[src/hw/gpu_pkg.sv]
package gpu_pkg;

    localparam int NUM_THREADS   = 4;
    localparam int NUM_WARPS     = 4;
    localparam int NW_BITS       = 2;
    localparam int NB_BITS       = 2;
    localparam int NUM_TEX       = 2;
    localparam int TEX_ADDR_BITS = 9;

    typedef enum logic [2:0] {
        GPU_TMC    = 3'd0,
        GPU_WSPAWN = 3'd1,
        GPU_SPLIT  = 3'd2,
        GPU_BAR    = 3'd3,
        GPU_TEX    = 3'd4
    } gpu_op_e;

    typedef struct packed {
        gpu_op_e                      op_type;
        logic                         op_mod;
        logic [NW_BITS-1:0]           wid;
        logic [NUM_THREADS-1:0]       tmask;
        logic [31:0]                  pc;
        logic [31:0]                  next_pc;
        logic [NUM_THREADS-1:0][31:0] rs1_data;
        logic [NUM_THREADS-1:0][31:0] rs2_data;
    } gpu_req_t;

    typedef struct packed {
        logic                   valid;
        logic [NUM_THREADS-1:0] tmask;
    } tmc_t;

    typedef struct packed {
        logic                 valid;
        logic [NUM_WARPS-1:0] wmask;
        logic [31:0]          pc;
    } wspawn_t;

    typedef struct packed {
        logic               valid;
        logic [NB_BITS-1:0] id;
        logic [NW_BITS-1:0] size_m1;
    } barrier_t;

    typedef struct packed {
        logic                   valid;
        logic                   diverged;
        logic [NUM_THREADS-1:0] then_mask;
        logic [NUM_THREADS-1:0] else_mask;
        logic [31:0]            pc;
    } split_t;

    // control fields fill the low bits of a full texel word
    localparam int CTL_PAD_BITS = NUM_THREADS * 32
        - ($bits(tmc_t) + $bits(wspawn_t) + $bits(barrier_t) + $bits(split_t));

    typedef struct packed {
        logic [CTL_PAD_BITS-1:0] pad;
        tmc_t                    tmc;
        wspawn_t                 wspawn;
        barrier_t                barrier;
        split_t                  split;
    } warp_ctl_t;

    typedef union packed {
        warp_ctl_t                    ctl;
        logic [NUM_THREADS-1:0][31:0] texel;
    } gpu_rsp_data_u;

    typedef struct packed {
        logic [NW_BITS-1:0]     wid;
        logic [NUM_THREADS-1:0] tmask;
        logic [31:0]            pc;
        logic                   is_tex;
        gpu_rsp_data_u          data;
    } gpu_commit_t;

    typedef struct packed {
        logic [NW_BITS-1:0]           wid;
        logic [NUM_THREADS-1:0]       tmask;
        logic [31:0]                  pc;
        logic [NUM_THREADS-1:0][31:0] u;
        logic [NUM_THREADS-1:0][31:0] v;
    } tex_req_t;

    typedef struct packed {
        logic [NW_BITS-1:0]           wid;
        logic [NUM_THREADS-1:0]       tmask;
        logic [31:0]                  pc;
        logic [NUM_THREADS-1:0][31:0] texel;
    } tex_rsp_t;

    typedef struct packed {
        logic                     we;
        logic [TEX_ADDR_BITS-1:0] addr;
        logic [31:0]              wdata;
    } mem_req_t;

endpackage

[src/hw/warp_ctl_decode.sv]
`timescale 1ns/1ps

module warp_ctl_decode import gpu_pkg::*; (
    input  gpu_req_t  req,
    output warp_ctl_t ctl
);

    logic [NUM_THREADS-1:0] then_mask;
    logic [NUM_THREADS-1:0] else_mask;

    // branch outcome per active lane
    always_comb begin
        for (int i = 0; i < NUM_THREADS; i++) begin
            then_mask[i] = req.tmask[i] & req.rs1_data[i][0];
            else_mask[i] = req.tmask[i] & ~req.rs1_data[i][0];
        end
    end

    always_comb begin
        ctl = '0;

        // thread count in rs1 lane0
        ctl.tmc.valid = (req.op_type == GPU_TMC);
        for (int i = 0; i < NUM_THREADS; i++) begin
            ctl.tmc.tmask[i] = (32'(i) < req.rs1_data[0]);
        end

        // warp count in rs1 lane0, start pc in rs2 lane0
        ctl.wspawn.valid = (req.op_type == GPU_WSPAWN);
        for (int i = 0; i < NUM_WARPS; i++) begin
            ctl.wspawn.wmask[i] = (32'(i) < req.rs1_data[0]);
        end
        ctl.wspawn.pc = req.rs2_data[0];

        ctl.split.valid     = (req.op_type == GPU_SPLIT);
        ctl.split.diverged  = (|then_mask) && (|else_mask);
        ctl.split.then_mask = then_mask;
        ctl.split.else_mask = else_mask;
        ctl.split.pc        = req.next_pc;

        ctl.barrier.valid   = (req.op_type == GPU_BAR);
        ctl.barrier.id      = req.rs1_data[0][NB_BITS-1:0];
        ctl.barrier.size_m1 = NW_BITS'(req.rs2_data[0] - 32'd1);
    end

endmodule

[config.mk]
export PLATFORM = sky130hd
export DESIGN_NAME = warp_ctl_decode
export DESIGN_NICKNAME = d
export VERILOG_FILES = /design/src/hw/gpu_pkg.sv /design/src/hw/warp_ctl_decode.sv
export SDC_FILE = /design/constraint.sdc
export NUM_CORES = 1
export LEC_CHECK = 0
export BUFFER_PORTS_ARGS = -buffer_cell sky130_fd_sc_hd__buf_4
export CORE_AREA = 2 2 178 180
export DETAILED_ROUTE_END_ITERATION = 8
export DIE_AREA = 0 0 180 182
export SETUP_SLACK_MARGIN = 0.02
export SLEW_MARGIN = 40
export SYNTH_ARGS = -nofsm -noshare
export SYNTH_HDL_FRONTEND = slang
export SYNTH_SLANG_ARGS = --single-unit
[constraint.sdc]
create_clock -name vclk -period 1.8
set_input_delay 0.18 -clock vclk [all_inputs]
set_output_delay 0.18 -clock vclk [all_outputs]
set_load 0.01 [all_outputs]
# --- Word-level counts from Yosys, hierarchy flattened ---
# Index checks and enable logic that the tools add are counted.
totals:
  out_inout_bits: 128
  register_bits: 0
  inputBits: 330
  elab_cells: 24
op_classes:
  order_cmp: 4
  n_reduce_logical: 4
  bitwise_logic: 12
  n_eq_ne: 3
  addsub: 1
op_table:
  columns: ["operator", "count"]
  rows:
  - ["$lt A1 B32 Y1 const A", 2]
  - ["$lt A2 B32 Y1 const A", 2]
  - ["$and A1 B1 Y1", 8]
  - ["$reduce_or A4 Y1", 2]
  - ["$eq A3 B2 Y1 const B", 2]
  - ["$not A1 Y1", 4]
  - ["$eq A3 B1 Y1 const B", 1]
  - ["$logic_not A3 Y1", 1]
  - ["$sub A2 B1 Y2 const B", 1]
  - ["$logic_and A1 B1 Y1", 1]

# --- Logic depth before layout (Yosys ltp) ---
depth:
  ltp_word: 4
  mapped_depth: 4

# --- Least setup slack after synthesis ---
# Ideal clock, no wire load.
synth_timing:
  path_kind: "input -> output"
  start: "input req[149] (netlist name)"
  end: "output ctl[85] (netlist name)"
  t_arrival_ns: 0.995
  path_stages: 4
  slack_ns: 0.625
  path_buffers: 1
  path_cell_list: "nor4_1 and4_1 nand3b_1 buf_4"
synth_lines:
  columns: ["item", "line", "source"]
  rows:
  - ["start, declared", "warp_ctl_decode.sv:4", "input gpu_req_t req,"]
  - ["end, declared", "warp_ctl_decode.sv:5", "output warp_ctl_t ctl"]

==> impl_metrics.csv <==
group,metric,value,unit
outcome,status,"finished clean",
finish,top_library_cells_by_usage_in_the_layout_fill_and_taps_aside,"buf_4, conb_1, nor4_1, nor2b_1",
finish,post_route_cells_drive_above_1_share,48.3,%
place,dp_cells,549,
sta,fin_crit_sh,78.5,%
global_routing,grt_antenna_before_repair,1,
floorplan,die_w,180,um
hold_path,worst_hold_endpoint,"ctl[19]",
sta,holdWs,0.360,ns
detailed_routing,detail_route.wl_per_cell,6.78,um
floorplan,floorplan_die_area,32800,um^2
power,irDropWorstVdd,0.0000280,V
hold_path,worstHoldPathCells,0,
setup_path,category_of_the_critical_setup_timing_path,"input pin to output pin",
logic_synthesis,postSynthAreaPerCell,7.12,um^2
logic_synthesis,syn_area,1050,um^2
place,place.port_buffers,71,
finish,area.growth.synth_to_final,34.4,%
finish,finish.net_count,479,
sta,hold_violations,0,
detailed_routing,detailedRoute.firstIterationViolations,18,
logic_synthesis,synth_seq_area_share,0,%
power,power.density_cell_area,142,nW/um^2
detailed_routing,detailed_route_via_count,773,
setup_path,worst-path-max-fanout,4,
clock_network,cts_setup_buffers,0,
finish,num_sequential,0,
finish,ff_latch_area,0,um^2
place,post_dp_cell_area,1410,um^2
detailed_routing,post-route-drc-count,0,
run,drv.max_cap_violation_count,0,
finish,insertedDiodeCount,0,
setup_path,critPathRequiredTime,1.62,ns
sta,final_period_minus_worst_setup_slack,1.41,ns
finish,clock_buffer_count,0,
logic_synthesis,synthesis.yosys.warnings,0,
finish,fin_cells,549,
global_routing,grt_start_max_net_pins,6,
setup_path,crit_path_end_kind,"output pin",
hold_path,hold_path_class,"input pin to output pin",
floorplan,rows,65,
sta,rsz_0062_raised_after_global_routing,"no",
global_routing,first_global_vias,677,
finish,mostFrequentLayoutCell,"buf_4",
detailed_routing,detail-route-antenna-nets,0,
clock_network,holdBufCountCts,0,
place,globalplace.congestion,0.616,
detailed_routing,detail_route.first_pass.iterations,4,
finish,design_area,1410,um^2
floorplan,die_h,182,um
setup_path,timing.critical_path.arrival,1.23,ns
setup_path,worst_setup_path_start_kind,"input pin",
place,hpwl,3530,um
clock_network,cts_repair_resized_insts,0,
sta,final-max-slew-violation-count,0,
sta,setup_total_negative_slack,0,ns
logic_synthesis,synth_cells,147,
power,cellLeakagePower,0.539,nW
finish,final_core_utilization,4.54,%
floorplan,io_pins,458,
finish,fillers,3678,
logic_synthesis,post_synth_num_cell_types,18,
floorplan,core,31000,um^2
global_routing,track_usage,2.03,%
detailed_routing,via_per_inst,1.41,
sta,fmax,0.707,GHz
detailed_routing,detail_route.wirelength,3720,um
global_routing,grt_pass1_wl,4740,um
global_routing,total_overflow_reported_by_the_global_router,0,
sta,report.final.setup_viol,0,
hold_path,hold_path_startpoint,"req[275]",
floorplan,start_util,3.38,%
-- critical path, stage by stage --
cell,delay [ns]
buf_4,0.11
nor4_1,0.31
and4_1,0.32
nand3b_1,0.14
buf_4,0.18
-- cell families after synthesis --
logic type	Yosys count	share of synthesized area [%]
buf+inv	111	78.9
simple gates	32	18.2
compound gates	2	1.79
xor+xnor	1	0.836
other cells	1	0.358
-- cell type report --
class	instances	area [um^2]	area share (%)
Inverter	2	7.51	0.533
Tap cell	402	503	35.7
Timing Repair Buffer	71	533	37.9
Multi-Input combinational cell	74	364	25.9
-- worst max path at each step --
stage / start / to / slack [ns]
2_1_floorplan: req[149] / ctl[85] / 0.62
3_3_place_gp: req[154] / ctl[86] / 0.28
3_5_place_dp: req[154] / ctl[86] / 0.30
4_1_cts: req[154] / ctl[85] / 0.30
5_1_grt: req[158] / ctl[84] / 0.22
6_report: req[158] / ctl[85] / 0.39
-- stage by stage --
step,power (mW),setup WS [ns]
after global routing,0.220,0.223
after global placement,0.199,0.279
final,0.201,0.386
after CTS,0.203,0.301
after detailed placement,0.203,0.302
after floorplan,0.286,0.625
-- synth_stat cells, drive strengths merged --
master  number  area share, %
a222oi       1           0.96
and2         3            1.8
and3b        1           0.84
and4         2            1.7
buf        109             78
conb         1           0.36
inv          2           0.72
nand2        3            1.1
nand2b       1           0.60
nand3        2           0.96
nand3b       1           0.72
nor2         3            1.1
nor2b        4            2.4
nor3         3            1.4
nor3b        2            1.4
nor4         7            4.2
o221ai       1           0.84
xnor2        1           0.84
-- layer usage --
layer | share of wire, % | wire length (um) | track usage, % | vias to the layer above
li1 | - | - | - | 327
met1 | 25 | 935 | 1.61 | 322
met2 | 39 | 1440 | 2.85 | 82
met3 | 27 | 1020 | 2.07 | 42
met4 | 8.7 | 325 | 1.79 | 0
met5 | 0 | 0 | 0 | -
-- where the power goes --
part / switching (mW) / total (mW) / leakage [nW] / internal, mW
registers: 0 / 0 / 0 / 0
logic: 0.0965 / 0.201 / 0.539 / 0.104
clock network: 0 / 0 / 0 / 0
(Power assumes the default switching activity.)
