==> src/hw/gpu_pkg.sv <==
package gpu_pkg;

    localparam int NUM_THREADS   = 4;
    localparam int NUM_WARPS     = 4;
    localparam int NW_BITS       = 2;
    localparam int NB_BITS       = 2;
    localparam int NUM_TEX       = 2;
    localparam int TEX_ADDR_BITS = 9;

    typedef enum logic [2:0] {
        GPU_TMC    = 3'd0,
        GPU_WSPAWN = 3'd1,
        GPU_SPLIT  = 3'd2,
        GPU_BAR    = 3'd3,
        GPU_TEX    = 3'd4
    } gpu_op_e;

    typedef struct packed {
        gpu_op_e                      op_type;
        logic                         op_mod;
        logic [NW_BITS-1:0]           wid;
        logic [NUM_THREADS-1:0]       tmask;
        logic [31:0]                  pc;
        logic [31:0]                  next_pc;
        logic [NUM_THREADS-1:0][31:0] rs1_data;
        logic [NUM_THREADS-1:0][31:0] rs2_data;
    } gpu_req_t;

    typedef struct packed {
        logic                   valid;
        logic [NUM_THREADS-1:0] tmask;
    } tmc_t;

    typedef struct packed {
        logic                 valid;
        logic [NUM_WARPS-1:0] wmask;
        logic [31:0]          pc;
    } wspawn_t;

    typedef struct packed {
        logic               valid;
        logic [NB_BITS-1:0] id;
        logic [NW_BITS-1:0] size_m1;
    } barrier_t;

    typedef struct packed {
        logic                   valid;
        logic                   diverged;
        logic [NUM_THREADS-1:0] then_mask;
        logic [NUM_THREADS-1:0] else_mask;
        logic [31:0]            pc;
    } split_t;

    // control fields fill the low bits of a full texel word
    localparam int CTL_PAD_BITS = NUM_THREADS * 32
        - ($bits(tmc_t) + $bits(wspawn_t) + $bits(barrier_t) + $bits(split_t));

    typedef struct packed {
        logic [CTL_PAD_BITS-1:0] pad;
        tmc_t                    tmc;
        wspawn_t                 wspawn;
        barrier_t                barrier;
        split_t                  split;
    } warp_ctl_t;

    typedef union packed {
        warp_ctl_t                    ctl;
        logic [NUM_THREADS-1:0][31:0] texel;
    } gpu_rsp_data_u;

    typedef struct packed {
        logic [NW_BITS-1:0]     wid;
        logic [NUM_THREADS-1:0] tmask;
        logic [31:0]            pc;
        logic                   is_tex;
        gpu_rsp_data_u          data;
    } gpu_commit_t;

    typedef struct packed {
        logic [NW_BITS-1:0]           wid;
        logic [NUM_THREADS-1:0]       tmask;
        logic [31:0]                  pc;
        logic [NUM_THREADS-1:0][31:0] u;
        logic [NUM_THREADS-1:0][31:0] v;
    } tex_req_t;

    typedef struct packed {
        logic [NW_BITS-1:0]           wid;
        logic [NUM_THREADS-1:0]       tmask;
        logic [31:0]                  pc;
        logic [NUM_THREADS-1:0][31:0] texel;
    } tex_rsp_t;

    typedef struct packed {
        logic                     we;
        logic [TEX_ADDR_BITS-1:0] addr;
        logic [31:0]              wdata;
    } mem_req_t;

endpackage

==> src/hw/tex_mem_arbiter.sv <==
`timescale 1ns/1ps

module tex_mem_arbiter import gpu_pkg::*; #(
    parameter int NUM_REQ = 3
) (
    input  logic                   clk,
    input  logic                   arst_n,
    input  mem_req_t [NUM_REQ-1:0] req,
    input  logic [NUM_REQ-1:0]     valid,
    output logic [NUM_REQ-1:0]     grant,
    output mem_req_t               mem_req,
    output logic                   mem_en,
    input  logic [31:0]            rdata_in,
    output logic [31:0]            rdata
);

    localparam int IDX_BITS = $clog2(NUM_REQ);

    logic [IDX_BITS-1:0] last_q;
    logic [IDX_BITS-1:0] win_idx;
    logic                win_valid;

    // search starts one past the last winner
    always_comb begin
        int idx;
        win_valid = 1'b0;
        win_idx   = last_q;
        for (int off = 1; off <= NUM_REQ; off++) begin
            idx = (int'(last_q) + off) % NUM_REQ;
            if (!win_valid && valid[idx]) begin
                win_valid = 1'b1;
                win_idx   = IDX_BITS'(idx);
            end
        end
    end

    always_comb begin
        grant          = '0;
        grant[win_idx] = win_valid;
    end

    always_ff @(posedge clk or negedge arst_n) begin
        if (!arst_n) begin
            last_q <= IDX_BITS'(NUM_REQ - 1);
        end else if (win_valid) begin
            last_q <= win_idx;
        end
    end

    assign mem_req = req[win_idx];
    assign mem_en  = win_valid;

    // return bus belongs to the winner of the previous cycle
    assign rdata = rdata_in;

endmodule

==> config.mk <==
export PLATFORM = sky130hd
export DESIGN_NAME = tex_mem_arbiter
export DESIGN_NICKNAME = d
export VERILOG_FILES = /design/src/hw/gpu_pkg.sv /design/src/hw/tex_mem_arbiter.sv
export SDC_FILE = /design/constraint.sdc
export NUM_CORES = 1
export LEC_CHECK = 0
export BUFFER_PORTS_ARGS = -buffer_cell sky130_fd_sc_hd__buf_2
export CORE_AREA = 8 8 88 90
export DETAILED_ROUTE_END_ITERATION = 12
export DIE_AREA = 0 0 96 98
export PLACE_DENSITY = 0.73
export SYNTH_ARGS = -nofsm -noshare
export SYNTH_HDL_FRONTEND = slang
export SYNTH_SLANG_ARGS = --single-unit
==> constraint.sdc <==
create_clock -name clk -period 6.5 [get_ports clk]
set_input_delay 0.325 -clock clk [delete_from_list [all_inputs] [get_ports clk]]
set_output_delay 0.325 -clock clk [all_outputs]
set_load 0.02 [all_outputs]
== Word level (Yosys, flattened, before mapping) ==
Cells that the tools add are included.
Word-level totals
  bits in registers: 2
  input port bits: 163
  output and inout bits: 78
  logic and storage cells: 37
Operators by class
  add/subtract/negate cells: 3
  div/mod/pow operators: 3
  $lt $le $gt $ge: 5
  muxes and demuxes: 19
  bitwise logic cells: 1
  reductions and logical operators: 5
Operators by type and width (count)
  < comparator 32 x 4 -> 1 bit (second input constant): 3
  modulo 32 x 3 -> 32 bit (second input constant): 3
  binary-select mux 42 bit (select 2 bit): 1
  2-to-1 mux 42 bit: 1
  2-to-1 mux 1 bit: 10
  adder 2 x 2 -> 3 bit (second input constant): 2
  binary-select mux 1 bit (select 2 bit): 3
  2-to-1 mux 2 bit: 3
  adder 2 x 1 -> 3 bit (second input constant): 1
  AND 3 bit: 1
  logical AND 1 bit: 3
  < comparator 2 x 3 -> 1 bit (second input constant): 1
  demux 1 bit (select 2 bit): 1
  >= comparator 2 x 1 -> 1 bit (second input constant): 1
  zero test 1 bit: 2

== Longest topological paths before layout ==
Gate-level depths: netlist (run 1).
  depth in word-level cells: 17
  mapped depth: 10
  depth with buffers taken out: 8

== Worst setup path after synthesis (run 1) ==
No wires, ideal clock.
  path type: reg2out
  from: reg last_q[1]
  to: out grant[1]
  data arrival time: 2.574 ns
  data required time: 6.175 ns
  slack: 3.601 ns
  cell stages (with the launch flop): 10
  path buffers: 2
  cell sequence: dfstp_2 -> ha_1 -> mux2_2 -> a21boi_2 -> nor3b_1 -> o2bb2ai_1 -> buf_2 -> buf_4 -> inv_1 -> nor3_1
Between the ends
  longest elaborated chain between the ends: 17
  elaborated cells on any way between the ends: 31
  classes of those cells: 3 x add/sub; 3 x div; 2 x order compare; 17 x mux; 1 x bitwise; 5 x reduce/logical
Ends and longest elaborated chain
  from (decl): line tex_mem_arbiter.sv:19  | logic [IDX_BITS-1:0] last_q;
  from (signal assigned): line tex_mem_arbiter.sv:44  | last_q <= IDX_BITS'(NUM_REQ - 1);
  from (signal assigned): line tex_mem_arbiter.sv:46  | last_q <= win_idx;
  adder 2 x 1 -> 3 bit: line tex_mem_arbiter.sv:29  | idx = (int'(last_q) + off) % NUM_REQ;
  modulo 32 x 3 -> 32 bit: line tex_mem_arbiter.sv:29
  binary-select mux 1 bit (select 2 bit): line tex_mem_arbiter.sv:30  | if (!win_valid && valid[idx]) begin
  2-to-1 mux 1 bit (not written as such) (2 in a row): line tex_mem_arbiter.sv:30
  2-to-1 mux 1 bit: line tex_mem_arbiter.sv:30
  zero test 1 bit: line tex_mem_arbiter.sv:30
  logical AND 1 bit: line tex_mem_arbiter.sv:30
  2-to-1 mux 1 bit: line tex_mem_arbiter.sv:30
  zero test 1 bit: line tex_mem_arbiter.sv:30
  logical AND 1 bit: line tex_mem_arbiter.sv:30
  2-to-1 mux 2 bit: line tex_mem_arbiter.sv:30
  < comparator 2 x 3 -> 1 bit (not written as such) / >= comparator 2 x 1 -> 1 bit (equally long branches): line tex_mem_arbiter.sv:39  | grant[win_idx] = win_valid;
  logical AND 1 bit (not written as such): line tex_mem_arbiter.sv:39
  2-to-1 mux 1 bit (not written as such): line tex_mem_arbiter.sv:39
  demux 1 bit (select 2 bit): line tex_mem_arbiter.sv:39
  AND 3 bit (no line) (*)
  to (decl): line tex_mem_arbiter.sv:10  | output logic [NUM_REQ-1:0] grant,
Mark *: on every way between the ends. The rest lies on a longest branch, timed or not. The select of a mux whose other input is x is not followed.

==> metrics.cfg, run 1 <==
[outcome]
status = finished clean

[final_layout]
reg.largest.list = last_q: 2 flops
final_cell_mix = 176 x buf_2, 44 x mux2i_1, 42 x o2bb2ai_1
drive_gt1_frac = 0.6013
nNetsFinal = 479
stdcell_area_um2 = 2211
layout_commonest_cell = buf_2
area_growth_pct = 47.13
diodes = 0
largest_register_ffs = 2
top_register = last_q

[power_and_ir_drop]
p_switching_mw = 1.256
switching_share = 0.6202
vdd_drop_max_uv = 710.0
p_int_mw = 0.7689
pwr-share-comb = 0.959
seqPwrFrac = 0.014
p_per_area_nw_per_um2 = 915.8
leakagePower_nw = 1.207
clkPwrFrac = 0.026

[critical_path]
slowest_stage = and2_2
end_kind = output pin
r2r-end = last_q[1]
worstPathArrival_ns = 4.01
startpoint_type = register
r2r_start = last_q[0]
required_ns = 6.17
crit_fanout = 47
cpPeakStageDelay_ns = 0.80
path_delay_family = simple AND/OR/NAND/NOR gates
reg2reg_depth = 6
path_class = reg2out
crit_chain = inv_1, ha_1, mux2i_1, o21ai_0, or4b_1, and3_2, and2_2, o2bb2ai_1, buf_2
path_buf_inv = 2
rrSetupSlack_ns = 3.79

[route]
drtAntennaViolNets = 0
wl_per_cell_um = 16.78
drc_errors = 0
routed_wirelength_mm = 6.562
dr.pass1.iters = 4
num_vias = 1868
drt_iter0_drc = 37
vias_per_cell = 4.777

[sta]
worst_slew_pin_slew_ns = 0.8882
hold_violations = 0
slew_viol_final = 0
fin_crit_sh = 0.6666
min_period_ns = 4.333
final.setup.tns_ns = 0
finClkSkew_ns = 0.001520
setup_viol = 0
maxSlewHeadroom = 0.4069
fmax_mhz = 230.8
rsz0062_at_grt = false

[cts]
clk_pin_slew_worst_paths_ns = 0.03
cts.root.buffer_cell = clkbuf_8
cts_buffers = 3
cts.path.max_buffers = 2
cts_tree = yes
cts_sinks = 2
clk_latency_ns = 0.21
cts_max_level = 1

[logic_synthesis]
syn-cell-area_um2 = 1503
yosysWarningCount = 0
synthDistinctLibCells = 30
synthCells = 176
ys_ff_latch = 2
synth_nets = 343
yosysSeqAreaShare = 0.03414
avgSynthCellArea_um2 = 8.538

[global_routing]
grt_overflow = 0
met2_usage = 0.2407
grt_use_met3 = 0.03684
grt_max_degree = 48
grt_util_met1 = 0.1344
antenna_found_initial = 0
track_usage = 0.1289
grt_pass1_wl_mm = 10.09
busiest_layer = met2
grt_pass1_vias = 2071

[placement]
post_dp_cell_area_um2 = 2156
gp_congestion = 0.8765
port_buffers = 176
hpwlAfterDp_mm = 5.606

[die]
start_util = 0.2314
die_area_um2 = 9408
coreArea_um2 = 6494
num_rows = 30
io_pins = 241
die_x_um = 96
die_y_um = 98

[worst_hold_path]
min_path_type = in2async

[job]
drv_cap = 0

how the worst max path moves through the flow:
stage               from     endpoint  slack [ns]  cells past startpoint
2_1_floorplan  last_q[1]     grant[1]        3.60                      9
3_3_place_gp   last_q[0]  mem_req[19]        2.62                      9
3_5_place_dp   last_q[0]  mem_req[19]        2.40                      9
4_1_cts        last_q[0]  mem_req[19]        2.17                      9
5_1_grt        last_q[0]  mem_req[29]        1.82                      9
6_report       last_q[0]  mem_req[19]        2.17                      9
area by class of cell:
type | instances | area [um^2]
Fill cell | 670 | 4283
Multi-Input combinational cell | 122 | 1097
Timing Repair Buffer | 178 | 898.4
Tap cell | 80 | 100.1
Sequential cell | 2 | 51.30
Clock buffer | 4 | 45.04
Inverter | 5 | 18.77
worst register-to-register path, delay by kind of cell, from the launching register on:
| kind | cells | cell delay (ns) |
|---|---|---|
| AND/OR/NAND/NOR | 2 | 0.96 |
| AO/OA/AOI/OAI | 1 | 0.49 |
| flip-flops | 1 | 0.42 |
| adder cells (fa/ha/maj) | 1 | 0.40 |
| multiplexers | 1 | 0.17 |
| buffers and inverters | 1 | 0.10 |
cells in the mapped netlist:
master     instances  area, um^2
a21boi_0           1       7.510
a21boi_2           1       11.26
a311oi_1           1       8.760
a31oi_1            1       6.260
and2_1             2       12.51
and3_1             3       18.77
and3b_1            1       8.760
buf_2              6       30.03
buf_4             36       270.3
buf_6              5       56.30
dfrtp_1            1       25.02
dfstp_2            1       26.28
ha_1               4       50.05
inv_1              5       18.77
mux2_2             2       22.52
mux2i_1           44       440.4
nand2_1            4       15.01
nand2b_1           2       12.51
nand3_1            1       5.000
nand3b_1           2       15.01
nand4_1            1       6.260
nor2_1             1       3.750
nor2b_1            1       6.260
nor3_1             2       10.01
nor3b_1            1       7.510
o211ai_1           1       7.510
o21ai_0            1       5.000
o22a_1             1       8.760
o2bb2ai_1         43       376.6
or4b_1             1       10.01
logic make-up after synthesis:
group / count (synthesis) / share of synthesized area
flip-flops: 2 / 0.03414
adder cells (fa/ha/maj): 4 / 0.03331
multiplexers: 46 / 0.3081
buffers and inverters: 52 / 0.2498
AO/OA/AOI/OAI: 50 / 0.2873
AND/OR/NAND/NOR: 22 / 0.08742
power by group through the flow:
stage	registers, mW	logic (mW)	clock network, mW
6_report	0.0291	1.94	0.0534
5_1_grt	0.0301	2.12	0.0562
4_1_cts	0.0290	1.98	0.0545
3_5_place_dp	0.0291	1.98	0
3_3_place_gp	0.0277	1.94	0
2_1_floorplan	0.0266	1.52	0
what timing repair did:
item,in CTS,in global routing
gates resized for setup,0,0
setup buffers,0,0
endpoints found under the hold margin,1,0
hold buffers,1,0
metrics by stage:
step / hold WS, ns / instances / util / setup WS (ns) / total power [mW]
5_1_grt: 0.4339 / 391 / 0.3405 / 1.820 / 2.205
2_1_floorplan: 0.02941 / 176 / - / 3.601 / 1.551
3_3_place_gp: 0.1110 / 386 / 0.3320 / 2.619 / 1.963
6_report: 0.4273 / 391 / 0.3405 / 2.167 / 2.025
3_5_place_dp: 0.1109 / 386 / 0.3320 / 2.403 / 2.005
4_1_cts: 0.4195 / 391 / 0.3405 / 2.173 / 2.059
routing by layer:
metal,routed length (um),vias up
li1,-,911
met1,2458,816
met2,3179,125
met3,832,16
met4,91,0
met5,0,-
(Power assumes the default switching activity.)
==> run 2: changes to the inputs <==
==> constraint.sdc (replaced) <==
create_clock -name clk -period 4.09 [get_ports clk]
set_input_delay 0.2045 -clock clk [delete_from_list [all_inputs] [get_ports clk]]
set_output_delay 0.2045 -clock clk [all_outputs]
set_load 0.02 [all_outputs]
==> metrics.cfg, run 2 (same netlist as run 1, synthesis figures left out) <==
[outcome]
status = finished clean

[global_routing]
grt_pass1_vias = 2065  ; -0.29%
grt_overflow = 0  ; unchanged
antenna_found_initial = 0  ; unchanged
grt_pass1_wl_mm = 10.03  ; -0.61%
track_usage = 0.1281  ; -0.0007331
grt_max_degree = 47  ; -2.1%

[power_and_ir_drop]
switching_share = 0.6149  ; -0.005316
finalPower_mw = 3.271  ; +62%
clkPwrFrac = 0.026  ; about the same
pwr-share-comb = 0.961  ; +0.002
vdd_drop_max_uv = 621.1  ; -13%
seqPwrFrac = 0.014  ; about the same
p_int_mw = 1.260  ; +64%
p_per_area_nw_per_um2 = 1465  ; +60%
leakagePower_nw = 1.221  ; +1.2%
p_switching_mw = 2.011  ; +60%

[route]
routed_wirelength_mm = 6.713  ; +2.3%
drt_iter0_drc = 33  ; -11%
vias_per_cell = 4.855  ; +1.6%
drtAntennaViolNets = 0  ; unchanged
drc_errors = 0  ; unchanged
num_vias = 1913  ; +2.4%
wl_per_cell_um = 17.04  ; +1.5%
dr.pass1.iters = 6  ; +2

[placement]
hpwlAfterDp_mm = 5.781  ; +3.1%
dp.cells = 389  ; +0.78%
port_buffers = 176  ; unchanged
post_dp_cell_area_um2 = 2178  ; +1.0%
gp_congestion = 0.8434  ; -3.8%

[die]
coreArea_um2 = 6494  ; unchanged
die_y_um = 98  ; unchanged
num_rows = 30  ; unchanged
die_x_um = 96  ; unchanged
io_pins = 241  ; unchanged
start_util = 0.2314  ; unchanged
die_area_um2 = 9408  ; unchanged

[final_layout]
diodes = 0  ; unchanged
reg.largest.list = last_q: 2 flops
top_register = last_q
drive_gt1_frac = 0.6051  ; +0.003809
area_growth_pct = 48.63
layout_commonest_cell = buf_2
fill_cells = 685  ; +2.2%
final_cell_mix = 176 x buf_2, 44 x mux2i_1, 42 x o2bb2ai_1
stdcell_area_um2 = 2233  ; +1.0%
final_cells = 394  ; +0.77%
nNetsFinal = 482  ; +0.63%
largest_register_ffs = 2  ; unchanged

[critical_path]
cpPeakStageDelay_ns = 0.48  ; -0.32 ns
required_ns = 3.89  ; -2.28 ns
path_delay_family = buffers and inverters
cp_common_cell = mux2i_1
crit_chain = inv_1, ha_1, mux2i_1, o21ai_0, nor3b_1, o2bb2ai_4, buf_4, mux2i_1, o2bb2ai_1, buf_2
worstPathArrival_ns = 3.30  ; -0.71 ns
crit_fanout = 20  ; -57%
r2r_start = last_q[0]
cp-startpoint = last_q[0]
end_kind = output pin
startpoint_type = register
path_class = reg2out
path_buf_inv = 3  ; +1
slowest_stage = nor3b_1

[sta]
min_period_ns = 3.500
final.setup.tns_ns = 0  ; unchanged
worst_slew_pin_slew_ns = 0.8447  ; -0.04352 ns
hold_violations = 0  ; unchanged
rsz0062_at_grt = false
fmax_mhz = 285.7
setup_viol = 0  ; unchanged
maxSlewHeadroom = 0.4369  ; +0.02994
finClkSkew_ns = 0.005711  ; +0.004191 ns
fin_crit_sh = 0.8558
slew_viol_final = 0  ; unchanged

[cts]
cts.root.buffer_cell = clkbuf_8
cts_max_level = 1  ; unchanged
clk_latency_ns = 0.21  ; about the same
clk_pin_slew_worst_paths_ns = 0.03  ; about the same
cts_hold_buf = 1  ; unchanged
cts_sinks = 2  ; unchanged
post_cts_resized = 0  ; unchanged
cts_buffers = 3  ; unchanged
cts.path.max_buffers = 2  ; unchanged
postCtsSetupBuffers = 0  ; unchanged
cts_tree = yes

[worst_hold_path]
min_path_type = in2async

[job]
drv_cap = 0  ; unchanged

-- run 2: changes by cell type in the layout (fill, tap and decap cells not counted), sizes merged --
cell / before / now
buf: 177 / 180
-- run 2: per-stage QoR --
step / hold slack (ns) / setup WS [ns] / util
detailed placement: -0.006823 / 0.8160 / 0.3355
floorplan: -0.09109 / 1.312 / -
global placement: -0.007070 / 0.9647 / 0.3355
global route: 0.3313 / 0.2778 / 0.3439
finish: 0.3058 / 0.5896 / 0.3439
CTS: 0.3119 / 0.6064 / 0.3439
-- run 2: area by class of cell --
cell class | instances | area [um^2] | share of cell area
Timing Repair Buffer | 181 | 920.9 | 0.4123
Clock buffer | 4 | 45.04 | 0.02017
Inverter | 5 | 18.77 | 0.008403
Sequential cell | 2 | 51.30 | 0.02297
Tap cell | 80 | 100.1 | 0.04482
Multi-Input combinational cell | 122 | 1097 | 0.4913
-- run 2: path summary, 6_finish.rpt --
path / endpoint / slack [ns] / cells after the start
setup reg to reg: last_q[1] / 1.56 / 7
min in group clk: rdata[18] / 0.41 / 0
hold / removal: last_q[0] / 0.31 / 2
setup / recovery: mem_req[30] / 0.59 / 10
hold reg to reg: last_q[0] / 0.81 / 3
max in group asynchronous: last_q[1] / 3.59 / 2
-- run 2: power by group through the flow --
stage | combinational (mW) | clock (mW) | sequential, mW
finish | 3.14 | 0.0835 | 0.0450
detailed placement | 3.20 | 0 | 0.0445
global route | 3.41 | 0.0877 | 0.0465
CTS | 3.20 | 0.0858 | 0.0443
global placement | 3.15 | 0 | 0.0435
floorplan | 2.42 | 0 | 0.0423
-- run 2: metal layers --
layer / global-route usage / vias to the layer above / share of wire
met3: 0.04758 / 16 / 0.14
met1: 0.1318 / 845 / 0.37
met2: 0.2339 / 136 / 0.48
met4: 0.02959 / 0 / 0.014
li1: - / 916 / -
met5: 0 / - / 0
