--- src/hw/gpu_pkg.sv ---
package gpu_pkg;

    localparam int NUM_THREADS   = 4;
    localparam int NUM_WARPS     = 4;
    localparam int NW_BITS       = 2;
    localparam int NB_BITS       = 2;
    localparam int NUM_TEX       = 2;
    localparam int TEX_ADDR_BITS = 9;

    typedef enum logic [2:0] {
        GPU_TMC    = 3'd0,
        GPU_WSPAWN = 3'd1,
        GPU_SPLIT  = 3'd2,
        GPU_BAR    = 3'd3,
        GPU_TEX    = 3'd4
    } gpu_op_e;

    typedef struct packed {
        gpu_op_e                      op_type;
        logic                         op_mod;
        logic [NW_BITS-1:0]           wid;
        logic [NUM_THREADS-1:0]       tmask;
        logic [31:0]                  pc;
        logic [31:0]                  next_pc;
        logic [NUM_THREADS-1:0][31:0] rs1_data;
        logic [NUM_THREADS-1:0][31:0] rs2_data;
    } gpu_req_t;

    typedef struct packed {
        logic                   valid;
        logic [NUM_THREADS-1:0] tmask;
    } tmc_t;

    typedef struct packed {
        logic                 valid;
        logic [NUM_WARPS-1:0] wmask;
        logic [31:0]          pc;
    } wspawn_t;

    typedef struct packed {
        logic               valid;
        logic [NB_BITS-1:0] id;
        logic [NW_BITS-1:0] size_m1;
    } barrier_t;

    typedef struct packed {
        logic                   valid;
        logic                   diverged;
        logic [NUM_THREADS-1:0] then_mask;
        logic [NUM_THREADS-1:0] else_mask;
        logic [31:0]            pc;
    } split_t;

    // control fields fill the low bits of a full texel word
    localparam int CTL_PAD_BITS = NUM_THREADS * 32
        - ($bits(tmc_t) + $bits(wspawn_t) + $bits(barrier_t) + $bits(split_t));

    typedef struct packed {
        logic [CTL_PAD_BITS-1:0] pad;
        tmc_t                    tmc;
        wspawn_t                 wspawn;
        barrier_t                barrier;
        split_t                  split;
    } warp_ctl_t;

    typedef union packed {
        warp_ctl_t                    ctl;
        logic [NUM_THREADS-1:0][31:0] texel;
    } gpu_rsp_data_u;

    typedef struct packed {
        logic [NW_BITS-1:0]     wid;
        logic [NUM_THREADS-1:0] tmask;
        logic [31:0]            pc;
        logic                   is_tex;
        gpu_rsp_data_u          data;
    } gpu_commit_t;

    typedef struct packed {
        logic [NW_BITS-1:0]           wid;
        logic [NUM_THREADS-1:0]       tmask;
        logic [31:0]                  pc;
        logic [NUM_THREADS-1:0][31:0] u;
        logic [NUM_THREADS-1:0][31:0] v;
    } tex_req_t;

    typedef struct packed {
        logic [NW_BITS-1:0]           wid;
        logic [NUM_THREADS-1:0]       tmask;
        logic [31:0]                  pc;
        logic [NUM_THREADS-1:0][31:0] texel;
    } tex_rsp_t;

    typedef struct packed {
        logic                     we;
        logic [TEX_ADDR_BITS-1:0] addr;
        logic [31:0]              wdata;
    } mem_req_t;

endpackage

--- src/hw/tex_unit.sv ---
`timescale 1ns/1ps

module tex_unit import gpu_pkg::*; #(
    parameter int UNIT_ID = 0
) (
    input  logic        clk,
    input  logic        arst_n,
    input  tex_req_t    req,
    input  logic        req_valid,
    output logic        req_ready,
    output tex_rsp_t    rsp,
    output logic        rsp_valid,
    input  logic        rsp_ready,
    output mem_req_t    mem_req,
    output logic        mem_valid,
    input  logic        mem_grant,
    input  logic [31:0] mem_rdata
);

    localparam int LANE_BITS = $clog2(NUM_THREADS);
    localparam int UNIT_BITS = TEX_ADDR_BITS - 8;

    typedef enum logic [1:0] {
        ST_IDLE,
        ST_FETCH,
        ST_RESPOND
    } state_e;

    state_e                       state_q;
    logic [LANE_BITS:0]           lane_q;
    logic                         rd_pend_q;
    logic [LANE_BITS-1:0]         rd_lane_q;
    tex_req_t                     req_q;
    logic [NUM_THREADS-1:0][31:0] texel_q;
    logic [LANE_BITS-1:0]         lane;
    logic                         lanes_done;
    logic                         lane_active;
    logic                         issued;

    assign lane        = lane_q[LANE_BITS-1:0];
    assign lanes_done  = lane_q[LANE_BITS];
    assign lane_active = req_q.tmask[lane];

    assign req_ready = (state_q == ST_IDLE);
    assign mem_valid = (state_q == ST_FETCH) && !lanes_done && lane_active;
    assign issued    = mem_valid && mem_grant;

    // point sample at word {unit, v[3:0], u[3:0]}
    assign mem_req.we    = 1'b0;
    assign mem_req.addr  = {UNIT_BITS'(UNIT_ID), req_q.v[lane][3:0], req_q.u[lane][3:0]};
    assign mem_req.wdata = '0;

    always_ff @(posedge clk or negedge arst_n) begin
        if (!arst_n) begin
            state_q   <= ST_IDLE;
            lane_q    <= '0;
            rd_pend_q <= 1'b0;
        end else begin
            rd_pend_q <= issued;
            case (state_q)
                ST_IDLE: begin
                    if (req_valid) begin
                        state_q <= ST_FETCH;
                        lane_q  <= '0;
                    end
                end
                ST_FETCH: begin
                    // inactive lanes are stepped over without a read
                    if (!lanes_done && (issued || !lane_active)) begin
                        lane_q <= lane_q + 1'b1;
                    end
                    // last read data lands before the response
                    if (lanes_done && !rd_pend_q) begin
                        state_q <= ST_RESPOND;
                    end
                end
                ST_RESPOND: begin
                    if (rsp_ready) begin
                        state_q <= ST_IDLE;
                    end
                end
                default: state_q <= ST_IDLE;
            endcase
        end
    end

    always_ff @(posedge clk) begin
        rd_lane_q <= lane;
        if (req_valid && req_ready) begin
            req_q   <= req;
            texel_q <= '0;
        end else if (rd_pend_q) begin
            texel_q[rd_lane_q] <= mem_rdata;
        end
    end

    assign rsp_valid = (state_q == ST_RESPOND);
    assign rsp.wid   = req_q.wid;
    assign rsp.tmask = req_q.tmask;
    assign rsp.pc    = req_q.pc;
    assign rsp.texel = texel_q;

endmodule

--- config.mk ---
export PLATFORM = sky130hd
export DESIGN_NAME = tex_unit
export DESIGN_NICKNAME = d
export VERILOG_FILES = /design/src/hw/gpu_pkg.sv /design/src/hw/tex_unit.sv
export SDC_FILE = /design/constraint.sdc
export NUM_CORES = 1
export LEC_CHECK = 0
export ABC_AREA = 1
export ABC_CLOCK_PERIOD_IN_PS = 3800
export BUFFER_PORTS_ARGS = -buffer_cell sky130_fd_sc_hd__buf_2
export CORE_AREA = 5 5 209 211
export DETAILED_ROUTE_END_ITERATION = 7
export DIE_AREA = 0 0 214 216
export PLACE_DENSITY = 0.52
export SLEW_MARGIN = 30
export SYNTH_ARGS = -nofsm -noshare
export SYNTH_HDL_FRONTEND = slang
export SYNTH_SLANG_ARGS = --single-unit
--- constraint.sdc ---
create_clock -name clk -period 3.8 [get_ports clk]
set_input_delay 0.76 -clock clk [delete_from_list [all_inputs] [get_ports clk]]
set_output_delay 0.76 -clock clk [all_outputs]
set_load 0.005 [all_outputs]
After elaboration in Yosys (flattened, before gate mapping). Index checks and enable logic that the tools add are counted.

Add/sub/neg operators: 1. Order comparisons: 3. Equality and inequality tests: 6. Multiplexer cells: 16. Reduce and logical (&&, ||, !) cells: 15.

Operators by type and width (number): $bmux W32 S2 (2); $bwmux W128 (1); $demux W32 S2 (1); $mux W32 (1); $mux W4 (2); $logic_and A1 B1 Y1 (7); $lt A2 B3 Y1 const B (2); $mux W2 (3); $mux W3 (2); $ne A2 B1 Y1 const B (3); $pmux W2 S3 (1); $pmux W3 S2 (1); $reduce_and A3 Y1 (2); $add A3 B1 Y3 const B (1); $logic_not A1 Y1 (3); $bmux W1 S2 (1); $eq A2 B1 Y1 const B (1); $eq A2 B2 Y1 const B (1); $ge A2 B1 Y1 const B (1); $logic_not A2 Y1 (1); $ne A2 B2 Y1 const B (1); $reduce_bool A2 Y1 (1); $logic_or A1 B1 Y1 (1); $mux W1 (1).

Register bits: 430.

Logic depth before layout (Yosys ltp). Gate-level depths: netlist (run 1).

Word-level depth: 8. Depth in mapped cells: 8. Gate-level depth less buffers: 8.

Least setup slack after synthesis (run 1). Ideal clock, no wire load.

Path type: input -> register. Start: input req_valid. End: register req_q[0] in the netlist's numbering (enable). Setup time: 0.424 ns. Arrival time: 2.530 ns. Path slack: 0.846 ns. Stages: 4. Buffers on the path: 2. Path through: nand2_2 > buf_4 > buf_4 > inv_1.

Word-level cells in the longest chain between the ends: 1.

RTL lines: start: declaration (line tex_unit.sv:9) `input logic req_valid,`; $logic_and A1 B1 Y1 (line tex_unit.sv:89) `if (req_valid && req_ready) begin`; end signal: assignment (line tex_unit.sv:90) `req_q <= req;`; end: declaration (line tex_unit.sv:33) `tex_req_t req_q;`.

Every way passes these cells. A chain may end at the register's enable or synchronous reset.

==> results of run 1 <==
-- final cells by class --
class / count / area [um^2]
clock inverters: 12 / 120
fillers: 4514 / 31500
multi-input cells: 432 / 1960
repair buffers: 292 / 1480
flip-flops and latches: 206 / 4850
inverters: 77 / 289
clock buffers: 35 / 726
diodes: 1 / 2.50
well taps: 539 / 674
-- synthesized netlist by cell type, types with 3 or more instances --
cell type / n / area share, %
inv_1: 76 / 3.7
o22ai_1: 8 / 0.65
nor2_1: 148 / 7.2
nand3_2: 3 / 0.39
dfrtp_1: 6 / 2.0
buf_4: 74 / 7.2
clkbuf_1: 24 / 1.2
nand2_1: 18 / 0.88
dfxtp_1: 130 / 34
a21oi_1: 64 / 4.2
o21ai_1: 5 / 0.33
edfxtp_1: 70 / 27
nand3_1: 7 / 0.46
buf_2: 16 / 1.0
o21ai_0: 140 / 9.1
-- worst min-delay path by stage --
stage	end	cells past startpoint	startpoint	slack [ns]
floorplan	rd_lane_q[1]$_DFF_P_	0	lane_q[1]$_DFFE_PN0P_	0.39
global placement	rsp[42]$_SDFFE_PP0P_	2	rsp[42]$_SDFFE_PP0P_	0.43
detailed placement	rsp[43]$_SDFFE_PP0P_	2	rsp[43]$_SDFFE_PP0P_	0.43
CTS	lane_q[2]$_DFFE_PN0P_	1	arst_n	0.02
global route	lane_q[2]$_DFFE_PN0P_	1	arst_n	0.02
finish	lane_q[2]$_DFFE_PN0P_	1	arst_n	0.04
-- per-stage QoR --
step / worst slack, ns / instances
4_1_cts: 0.756 / 1593
3_5_place_dp: 1.28 / 1546
3_3_place_gp: 1.26 / 1546
6_report: 0.844 / 1594
5_1_grt: 0.599 / 1593
2_1_floorplan: 0.846 / 829
-- routing by layer --
| layer | vias up | track usage [%] | part of all wire [%] |
|---|---|---|---|
| met5 | - | 0 | 0 |
| met4 | 0 | 2.81 | 2.4 |
| met3 | 38 | 5.17 | 12 |
| met2 | 296 | 15.2 | 41 |
| met1 | 2744 | 13.3 | 44 |
| li1 | 2994 | - | - |
-- registers in the layout, indices dropped and copies added, names as in the netlist --
name and cells:
rd_pend_q 1, state_q 2, rsp 166, req_q 32, lane_q 3, rd_lane_q 2
-- logic make-up (layout without fill, tap and decap cells) --
kind of cell	after synthesis	in the layout	synth area share, %
AOI/OAI and AO/OA	217	217	14.2
adders and majority gates	1	1	0.163
buffers and inverters	191	416	13.2
DFF	206	206	63.1
other	1	35	0.0487
and+or+nand+nor	180	180	9.25
-- report_power, final --
group	switching (mW)	total (mW)	internal [mW]
Combinational	1.47	2.42	0.954
Clock	0.951	2.42	1.47
Sequential	0.348	3.42	3.07
-- worst max-delay path: cells and delay by family (launching register included) --
family | cells | cell delay [ns]
buffers and inverters | 3 | 0.87
DFF | 1 | 0.32
AOI/OAI and AO/OA | 2 | 0.46
==> results.cfg, run 1 <==
[clock_tree]
postCtsResizedCells = 0
cts.sinks = 206
clock_latency_ns = 0.54
clk_pin_slew_ns = 0.06
cts_root_buf = clkbuf_16
ctsHtreeMaxLevel = 1
cts_tree = yes
ctsHoldBuffers = 0
cts_inserted_buffers = 26
cts_setup_buffers = 0
clk_path_buf_depth = 3

[detailed_routing]
wl_per_cell_um = 15.6
postRouteAntennaNets = 0
drc = 0
drtIter0Drc = 319
avgViaCountPerCell = 3.81
dr.pass1.iters = 4
num_vias = 6072
wirelength_mm = 24.9

[hold_path]
hold_class = in -> async

[timing]
holdWs_ns = 0.0448
slew_violations = 0
fmax_ghz = 0.338
layout_min_cycle_time_ns = 2.96
tns_ns = 0
fin_crit_sh_pct = 77.8
rsz0062_at_grt = no
slew_headroom_pct = 39.2
finalHoldViolations = 0
worst_pin_slew_ns = 0.911
setup_viol = 0
skew_ns = 0.0261

[power]
pwr_density_cell_nw_per_um2 = 817
power.total_mw = 8.26
leakagePower_nw = 4.54
irDropWorstVdd_v = 0.000370

[critical_path]
reg2regPathDepth = 4
timing.rr.end = rsp[142]$_DFFE_PP_
crit_path_start = lane_q[0]$_DFFE_PN0P_
reg2reg_from = state_q[0]$_DFFE_PN0P_
cp-end-kind = output port
max_stage_delay_ns = 0.47
cp-start-kind = flip-flop
worstPathArrival_ns = 2.20
critical_path_required_ns = 3.04
endpoint = mem_req[36]
path_cells = buf_4, clkinv_1, o21ai_0, o22ai_1, buf_2
worst_path_max_delay_cell = clkinv_1
worstSetupPathType = reg -> out
regToRegSetupSlack_ns = 1.34
path_max_fanout = 22

[global_routing]
grt_pass1_wl_mm = 37.1
first_global_vias = 5920
grt.overflow.total = 0
grt_usage_pct = 10.3
antenna_found_initial = 0
grt_max_degree = 71

[synth]
dominantRegCellSynth = dfxtp_1
yosys_warnings = 0
synthArstFlopShare_pct = 2.91
syn_inst = 796
ys_types = 22
ys_ff_latch = 206
avgSynthCellArea_um2 = 9.67
syn-cell-area_um2 = 7690
synth_edf_count = 70
ys_seq_area_share_pct = 63.1

[die]
initial_core_util_pct = 18.5
die_w_um = 214
num_io_pins = 542
placementRows = 75
die_area_um2 = 46200
die_h_um = 216
core-area_um2 = 41600

[run]
max_cap_violations = 0

[layout]
syn_to_final_growth_pct = 31.4
final_common_cell = buf_2
mostFrequentLayoutCells = buf_2 (283), nor2_1 (148), o21ai_0 (140), dfxtp_1 (130), inv_1 (75)
fin_nets = 1367
fin_util_pct = 24.3
drive_gt1_share_pct = 32.0
design_area_um2 = 10100

[placement]
portBuffers = 283
dp_hpwl_mm = 18.1
placed_cell_area_um2 = 9260
place_congestion = 0.780

[outcome]
status = finished clean
Note: power is estimated with default switching activity, not from simulation.
==> run 2: changes to the inputs <==
--- a/config.mk
+++ b/config.mk
@@ -5,13 +5,13 @@
 export SDC_FILE = /design/constraint.sdc
 export NUM_CORES = 1
 export LEC_CHECK = 0
-export ABC_AREA = 1
-export ABC_CLOCK_PERIOD_IN_PS = 3800
+export ABC_AREA = 0
+export ABC_CLOCK_PERIOD_IN_PS = 2400
 export BUFFER_PORTS_ARGS = -buffer_cell sky130_fd_sc_hd__buf_2
 export CORE_AREA = 5 5 209 211
 export DETAILED_ROUTE_END_ITERATION = 7
 export DIE_AREA = 0 0 214 216
-export PLACE_DENSITY = 0.52
+export PLACE_DENSITY = 0.53
 export SLEW_MARGIN = 30
 export SYNTH_ARGS = -nofsm -noshare
 export SYNTH_HDL_FRONTEND = slang
==> constraint.sdc (replaced) <==
create_clock -name clk -period 2.4 [get_ports clk]
set_input_delay 0.48 -clock clk [delete_from_list [all_inputs] [get_ports clk]]
set_output_delay 0.48 -clock clk [all_outputs]
set_load 0.005 [all_outputs]
==> run 2 against run 1 <==
Die area stayed put. Register-to-register slack worse by 0.71 ns. Critical path depth is 2 lower. Final area is 0.36% lower. Via count is 1.6% lower. Wire length is 3.6% higher. Synthesized cell count is 5.3% lower. Final cell count is 3.1% lower.
==> results.cfg, run 2 <==
[outcome]
status = finished clean

[die]
num_io_pins = 542
die_w_um = 214
die_area_um2 = 46200
placementRows = 75
die_h_um = 216
core-area_um2 = 41600
initial_core_util_pct = 18.6

[synth]
synth_top_family_by_area = simple AND/OR/NAND/NOR gates
yosys.area_share.simple_pct = 14.6
synth_compound_area_share_pct = 9.19
synth_fa_ha_area_share_pct = 0.162
ys_ff_latch = 206
syn_inst = 754
ys_seq_area_share_pct = 62.9
synth_xor_area_share_pct = 0
ys_types = 34
yosysTopAreaCell = dfxtp_1
synth_commonest_cells = nand2_1 (256), dfxtp_1 (130), a21oi_1 (128), buf_4 (75), edfxtp_1 (70)
synth_edf_count = 70
dominantRegCellSynth = dfxtp_1
yosysMostFrequentCell = nand2_1
synthMuxAreaShare_pct = 3.14
avgSynthCellArea_um2 = 10.2
syn-cell-area_um2 = 7720
yosys_warnings = 0
synth_top_cell_area_share_pct = 33.7
synthTopCellsByArea = dfxtp_1 (34%), edfxtp_1 (27%), nand2_1 (12%)
synthArstFlopShare_pct = 2.91

[clock_tree]
cts_root_buf = clkbuf_16
cts_tree = yes
ctsHtreeMaxLevel = 1
clk_pin_slew_ns = 0.06
cts.sinks = 206
clk_path_buf_depth = 3
clock_latency_ns = 0.52
cts_setup_buffers = 0
cts_inserted_buffers = 23

[detailed_routing]
dr.pass1.iters = 4
drc = 0
avgViaCountPerCell = 3.87
postRouteAntennaNets = 0
wirelength_mm = 25.8
drtIter0Drc = 331
num_vias = 5974
wl_per_cell_um = 16.7

[layout]
drive_gt1_share_pct = 34.5
diodes = 0
final_common_cell = buf_2
fillers = 4472
mostFrequentLayoutCells = buf_2 (283), nand2_1 (256), dfxtp_1 (130), a21oi_1 (128), edfxtp_1 (70)
seqCellArea_um2 = 4860
largest_reg_flops = 166
syn_to_final_growth_pct = 30.4
fin_nets = 1323
multi_input_area_um2 = 2230

[power]
power.total_mw = 11.8
combPwrFrac_pct = 28.0
irDropWorstVdd_v = 0.000660
clockPowerShare_pct = 28.3
pwr_density_cell_nw_per_um2 = 1170
sw_frac_of_total_pct = 31.6
leakagePower_nw = 4.22
p_int_mw = 8.08
pwr-share-seq_pct = 43.7
switching_power_mw = 3.74

[critical_path]
worstPathArrival_ns = 1.83
reg2reg_from = rd_lane_q[1]$_DFF_P_
endpoint = mem_valid
reg2regPathDepth = 3
cp_top_family = flip-flops
worst_path_max_delay_cell = dfrtp_1
critical_path_required_ns = 1.92
cp-end-kind = output port
worstSetupPathType = reg -> out
crit_path_start = state_q[1]$_DFFE_PN0P_
cp-start-kind = flip-flop
max_stage_delay_ns = 0.46
path_buf_inv = 1
cp.depth = 3
regToRegSetupSlack_ns = 0.63
timing.rr.end = rsp[108]$_SDFFE_PP0P_
path_cells = or3b_4, a211oi_1, buf_2
path_max_fanout = 8

[timing]
slew_headroom_pct = 40.1
layout_min_cycle_time_ns = 2.31
slew_violations = 0
skew_ns = 0.0107
finalHoldViolations = 0
fmax_ghz = 0.433
worst_pin_slew_ns = 0.898
fin_crit_sh_pct = 96.3
setup_viol = 0
rsz0062_at_grt = no
tns_ns = 0

[placement]
portBuffers = 283
place_congestion = 0.747
dp_hpwl_mm = 18.7

[global_routing]
grt_max_degree = 112
grt_usage_pct = 10.5
grt_pass1_wl_mm = 37.2
grt.overflow.total = 0
antenna_found_initial = 1
first_global_vias = 5730

[run]
max_cap_violations = 0

[hold_path]
hold_class = in -> reg
-- run 2: cell types whose count changed in the layout (fill, tap and decap cells not counted), sizes merged, moves of 7 or more --
cell | before | now
a21oi | 64 | 128
inv | 77 | 2
clkinv | 8 | 1
nor2 | 149 | 4
o21ai | 145 | 0
mux4 | 0 | 8
o22ai | 8 | 0
nand2 | 19 | 256
nand3 | 10 | 1
-- run 2: kinds of logic after synthesis --
group | after synthesis
simple gates | 278
flops | 206
compound gates | 134
buf+inv | 120
mux | 14
fa+ha+maj | 1
other cells | 1
-- run 2: worst min path at each step --
stage,from,end,slack [ns],cells after the start
3_3_place_gp,arst_n,lane_q[2]$_DFFE_PN0P_,0.31,1
5_1_grt,req[67],req_q[67]$_DFFE_PP_,0.11,1
6_report,req[263],rsp[135]$_DFFE_PP_,0.14,1
4_1_cts,req[65],req_q[65]$_DFFE_PP_,0.10,1
2_1_floorplan,arst_n,lane_q[0]$_DFFE_PN0P_,0.18,0
3_5_place_dp,arst_n,lane_q[2]$_DFFE_PN0P_,0.32,1
-- run 2: metrics by stage --
step / std cells / util, % / instance area [um^2] / setup slack (ns) / hold WS, ns
after global routing: 1545 / 24.2 / 10100 / 0.0190 / 0.106
after global placement: 1504 / 22.5 / 9350 / 0.574 / 0.312
after floorplan: 787 / - / 7850 / 0.233 / 0.184
final: 1545 / 24.2 / 10100 / 0.0894 / 0.137
after detailed placement: 1504 / 22.5 / 9350 / 0.556 / 0.320
after CTS: 1545 / 24.2 / 10100 / 0.000845 / 0.101
-- run 2: power groups by stage --
stage | sequential (mW) | combinational, mW | clock [mW]
after global placement | 5.20 | 3.36 | 0
after detailed placement | 5.23 | 3.38 | 0
after CTS | 5.17 | 3.39 | 3.50
after global routing | 5.28 | 3.69 | 3.63
final | 5.16 | 3.30 | 3.35
after floorplan | 5.23 | 1.83 | 0
-- run 2: per-layer routing --
| metal | track usage, % | part of all wire, % | up-vias |
|---|---|---|---|
| met2 | 15.9 | 43 | 281 |
| met3 | 4.16 | 11 | 34 |
| met4 | 2.83 | 2.3 | 0 |
| met5 | 0 | 0 | - |
| met1 | 14.0 | 44 | 2785 |
| li1 | - | - | 2874 |
-- run 2: timing repair --
| item | in CTS | in global routing |
|---|---|---|
| setup endpoints to repair | 0 | 6 |
| hold endpoints to repair | 6 | 0 |
| hold buffers | 1 | 0 |
| resized for setup | 0 | 2 |
-- run 2: cell type report --
type,instances,area share [%]
Clock buffer,39,6.99
Clock inverter,1,0.0497
Inverter,2,0.0745
Multi-Input combinational cell,461,22.2
Sequential cell,206,48.2
Tap cell,539,6.70
Timing Repair Buffer,297,15.8
==> run 3: changes to the inputs <==
--- a/config.mk
+++ b/config.mk
@@ -5,13 +5,12 @@
 export SDC_FILE = /design/constraint.sdc
 export NUM_CORES = 1
 export LEC_CHECK = 0
-export ABC_AREA = 0
 export ABC_CLOCK_PERIOD_IN_PS = 2400
 export BUFFER_PORTS_ARGS = -buffer_cell sky130_fd_sc_hd__buf_2
 export CORE_AREA = 5 5 209 211
 export DETAILED_ROUTE_END_ITERATION = 7
 export DIE_AREA = 0 0 214 216
-export PLACE_DENSITY = 0.53
+export PLACE_DENSITY = 0.46
 export SLEW_MARGIN = 30
 export SYNTH_ARGS = -nofsm -noshare
 export SYNTH_HDL_FRONTEND = slang
==> run 3 against run 2 <==
Sequential share of layout area is 0.59 points lower. Total power rose by 4.2%. First-iteration DRC count down 0.60%. Non-clock buffer count up 3. Sequential cell count did not move. Largest power group unchanged.
==> results.cfg, run 3 (synthesis gave the netlist of run 2 again) <==
[critical_path]
worstSetupPathType = reg -> out
worstPathArrival_ns = 1.82
max_stage_delay_ns = 0.51
path_buf_inv = 2
critical_path_required_ns = 1.92
path_cells = buf_4, mux4_2, buf_2
cp_top_family = flip-flops
worst_path_max_delay_cell = dfrtp_1
cp-start-kind = flip-flop
cp-end-kind = output port
path_max_fanout = 8

[detailed_routing]
highest-signal-layer = met4
avgViaCountPerCell = 3.82
wirelength_mm = 26.7
met2_length_mm = 11.4
drtIter0Drc = 329
drc = 0
postRouteAntennaNets = 0
wl_per_cell_um = 17.2
num_vias = 5936
dr.pass1.iters = 4
wl_met3_mm = 2.76
wl_met1_mm = 11.9

[global_routing]
antenna_found_initial = 0
grt_pass1_wl_mm = 38.2
grt_usage_pct = 10.8
first_global_vias = 5696
grt_max_degree = 68
grt.overflow.total = 0

[hold_path]
hold_class = in -> reg

[die]
die_area_um2 = 46200
placementRows = 75
num_io_pins = 542
die_h_um = 216
initial_core_util_pct = 18.6
core-area_um2 = 41600
die_w_um = 214

[clock_tree]
cts_inserted_buffers = 25
cts_root_buf = clkbuf_16
cts_tree = yes
clk_pin_slew_ns = 0.07
clock_latency_ns = 0.55
cts.sinks = 206
ctsHtreeMaxLevel = 1
clk_path_buf_depth = 3
cts_setup_buffers = 0

[layout]
drive_gt1_share_pct = 35.1
final_common_cell = buf_2
diodes = 0
fin_nets = 1328
mostFrequentLayoutCells = buf_2 (283), nand2_1 (256), dfxtp_1 (130), a21oi_1 (128), edfxtp_1 (70)
largest_reg_flops = 166
syn_to_final_growth_pct = 32.1

[placement]
pre_cts_slack_ns = 0.354
portBuffers = 283
dp_hpwl_mm = 19.2
place_congestion = 0.716

[timing]
slew_headroom_pct = 40.9
slew_violations = 0
finalHoldViolations = 0
skew_ns = 0.0231
fmax_ghz = 0.434
tns_ns = 0
worst_pin_slew_ns = 0.886
layout_min_cycle_time_ns = 2.30
fin_crit_sh_pct = 95.9
fin_ws_ns = 0.0978
setup_viol = 0
rsz0062_at_grt = no

[run]
max_cap_violations = 0

[power]
pwr_density_cell_nw_per_um2 = 1210
irDropWorstVdd_v = 0.00106
leakagePower_nw = 4.28

[outcome]
status = finished clean
## run 3: final timing paths
| check | endpoint | cells past startpoint | slack (ns) | startpoint |
|---|---|---|---|---|
| worst max-delay path | mem_req[39] | 3 | 0.1 | lane_q[1]$_DFFE_PN0P_ |
| worst min register to register | rsp[71]$_SDFFE_PP0P_ | 2 | 0.45 | rsp[71]$_SDFFE_PP0P_ |
| worst max register to register | rsp[111]$_SDFFE_PP0P_ | 3 | 0.65 | rd_lane_q[1]$_DFF_P_ |
| max in group asynchronous | lane_q[0]$_DFFE_PN0P_ | 2 | 1.94 | arst_n |
| worst min-delay path | req_q[225]$_DFFE_PP_ | 1 | 0.10 | req[225] |
| min in group asynchronous | lane_q[0]$_DFFE_PN0P_ | 2 | 0.29 | arst_n |
## run 3: where the power goes
group / switching (mW) / leakage [nW] / total (mW) / internal (mW)
clock network: 1.53 / 0.400 / 3.83 / 2.30
registers: 0.531 / 1.78 / 5.20 / 4.67
logic: 1.85 / 2.10 / 3.29 / 1.44
## run 3: cell type report
class | instances | area, um^2
multi-input cells | 461 | 2240
inverters | 2 | 7.51
repair buffers | 300 | 1600
fillers | 4507 | 31400
clock buffers | 31 | 668
well taps | 539 | 674
clock inverters | 15 | 160
flip-flops and latches | 206 | 4860
## run 3: through the flow
step                      instance area, um^2  std cells  power (mW)  utilization [%]  hold slack [ns]
final                                   10200       1554        12.3             24.5            0.101
after global routing                    10200       1554        13.1             24.5           0.0596
after floorplan                          7850        787        7.06                -            0.184
after global placement                   9360       1507        8.63             22.5            0.317
after detailed placement                 9360       1507        8.68             22.5            0.318
after CTS                               10200       1554        12.6             24.5           0.0469
## run 3: repair_timing
action,in CTS,in global routing
hold buffers,1,0
hold endpoints to repair,6,0
resized for setup,2,0
setup endpoints to repair,9,0
## run 3: per-layer routing
layer / GRT usage [%] / vias to the layer above
li1: - / 2886
met1: 14.4 / 2780
met2: 16.2 / 238
met3: 4.40 / 32
met4: 3.48 / 0
met5: 0 / -
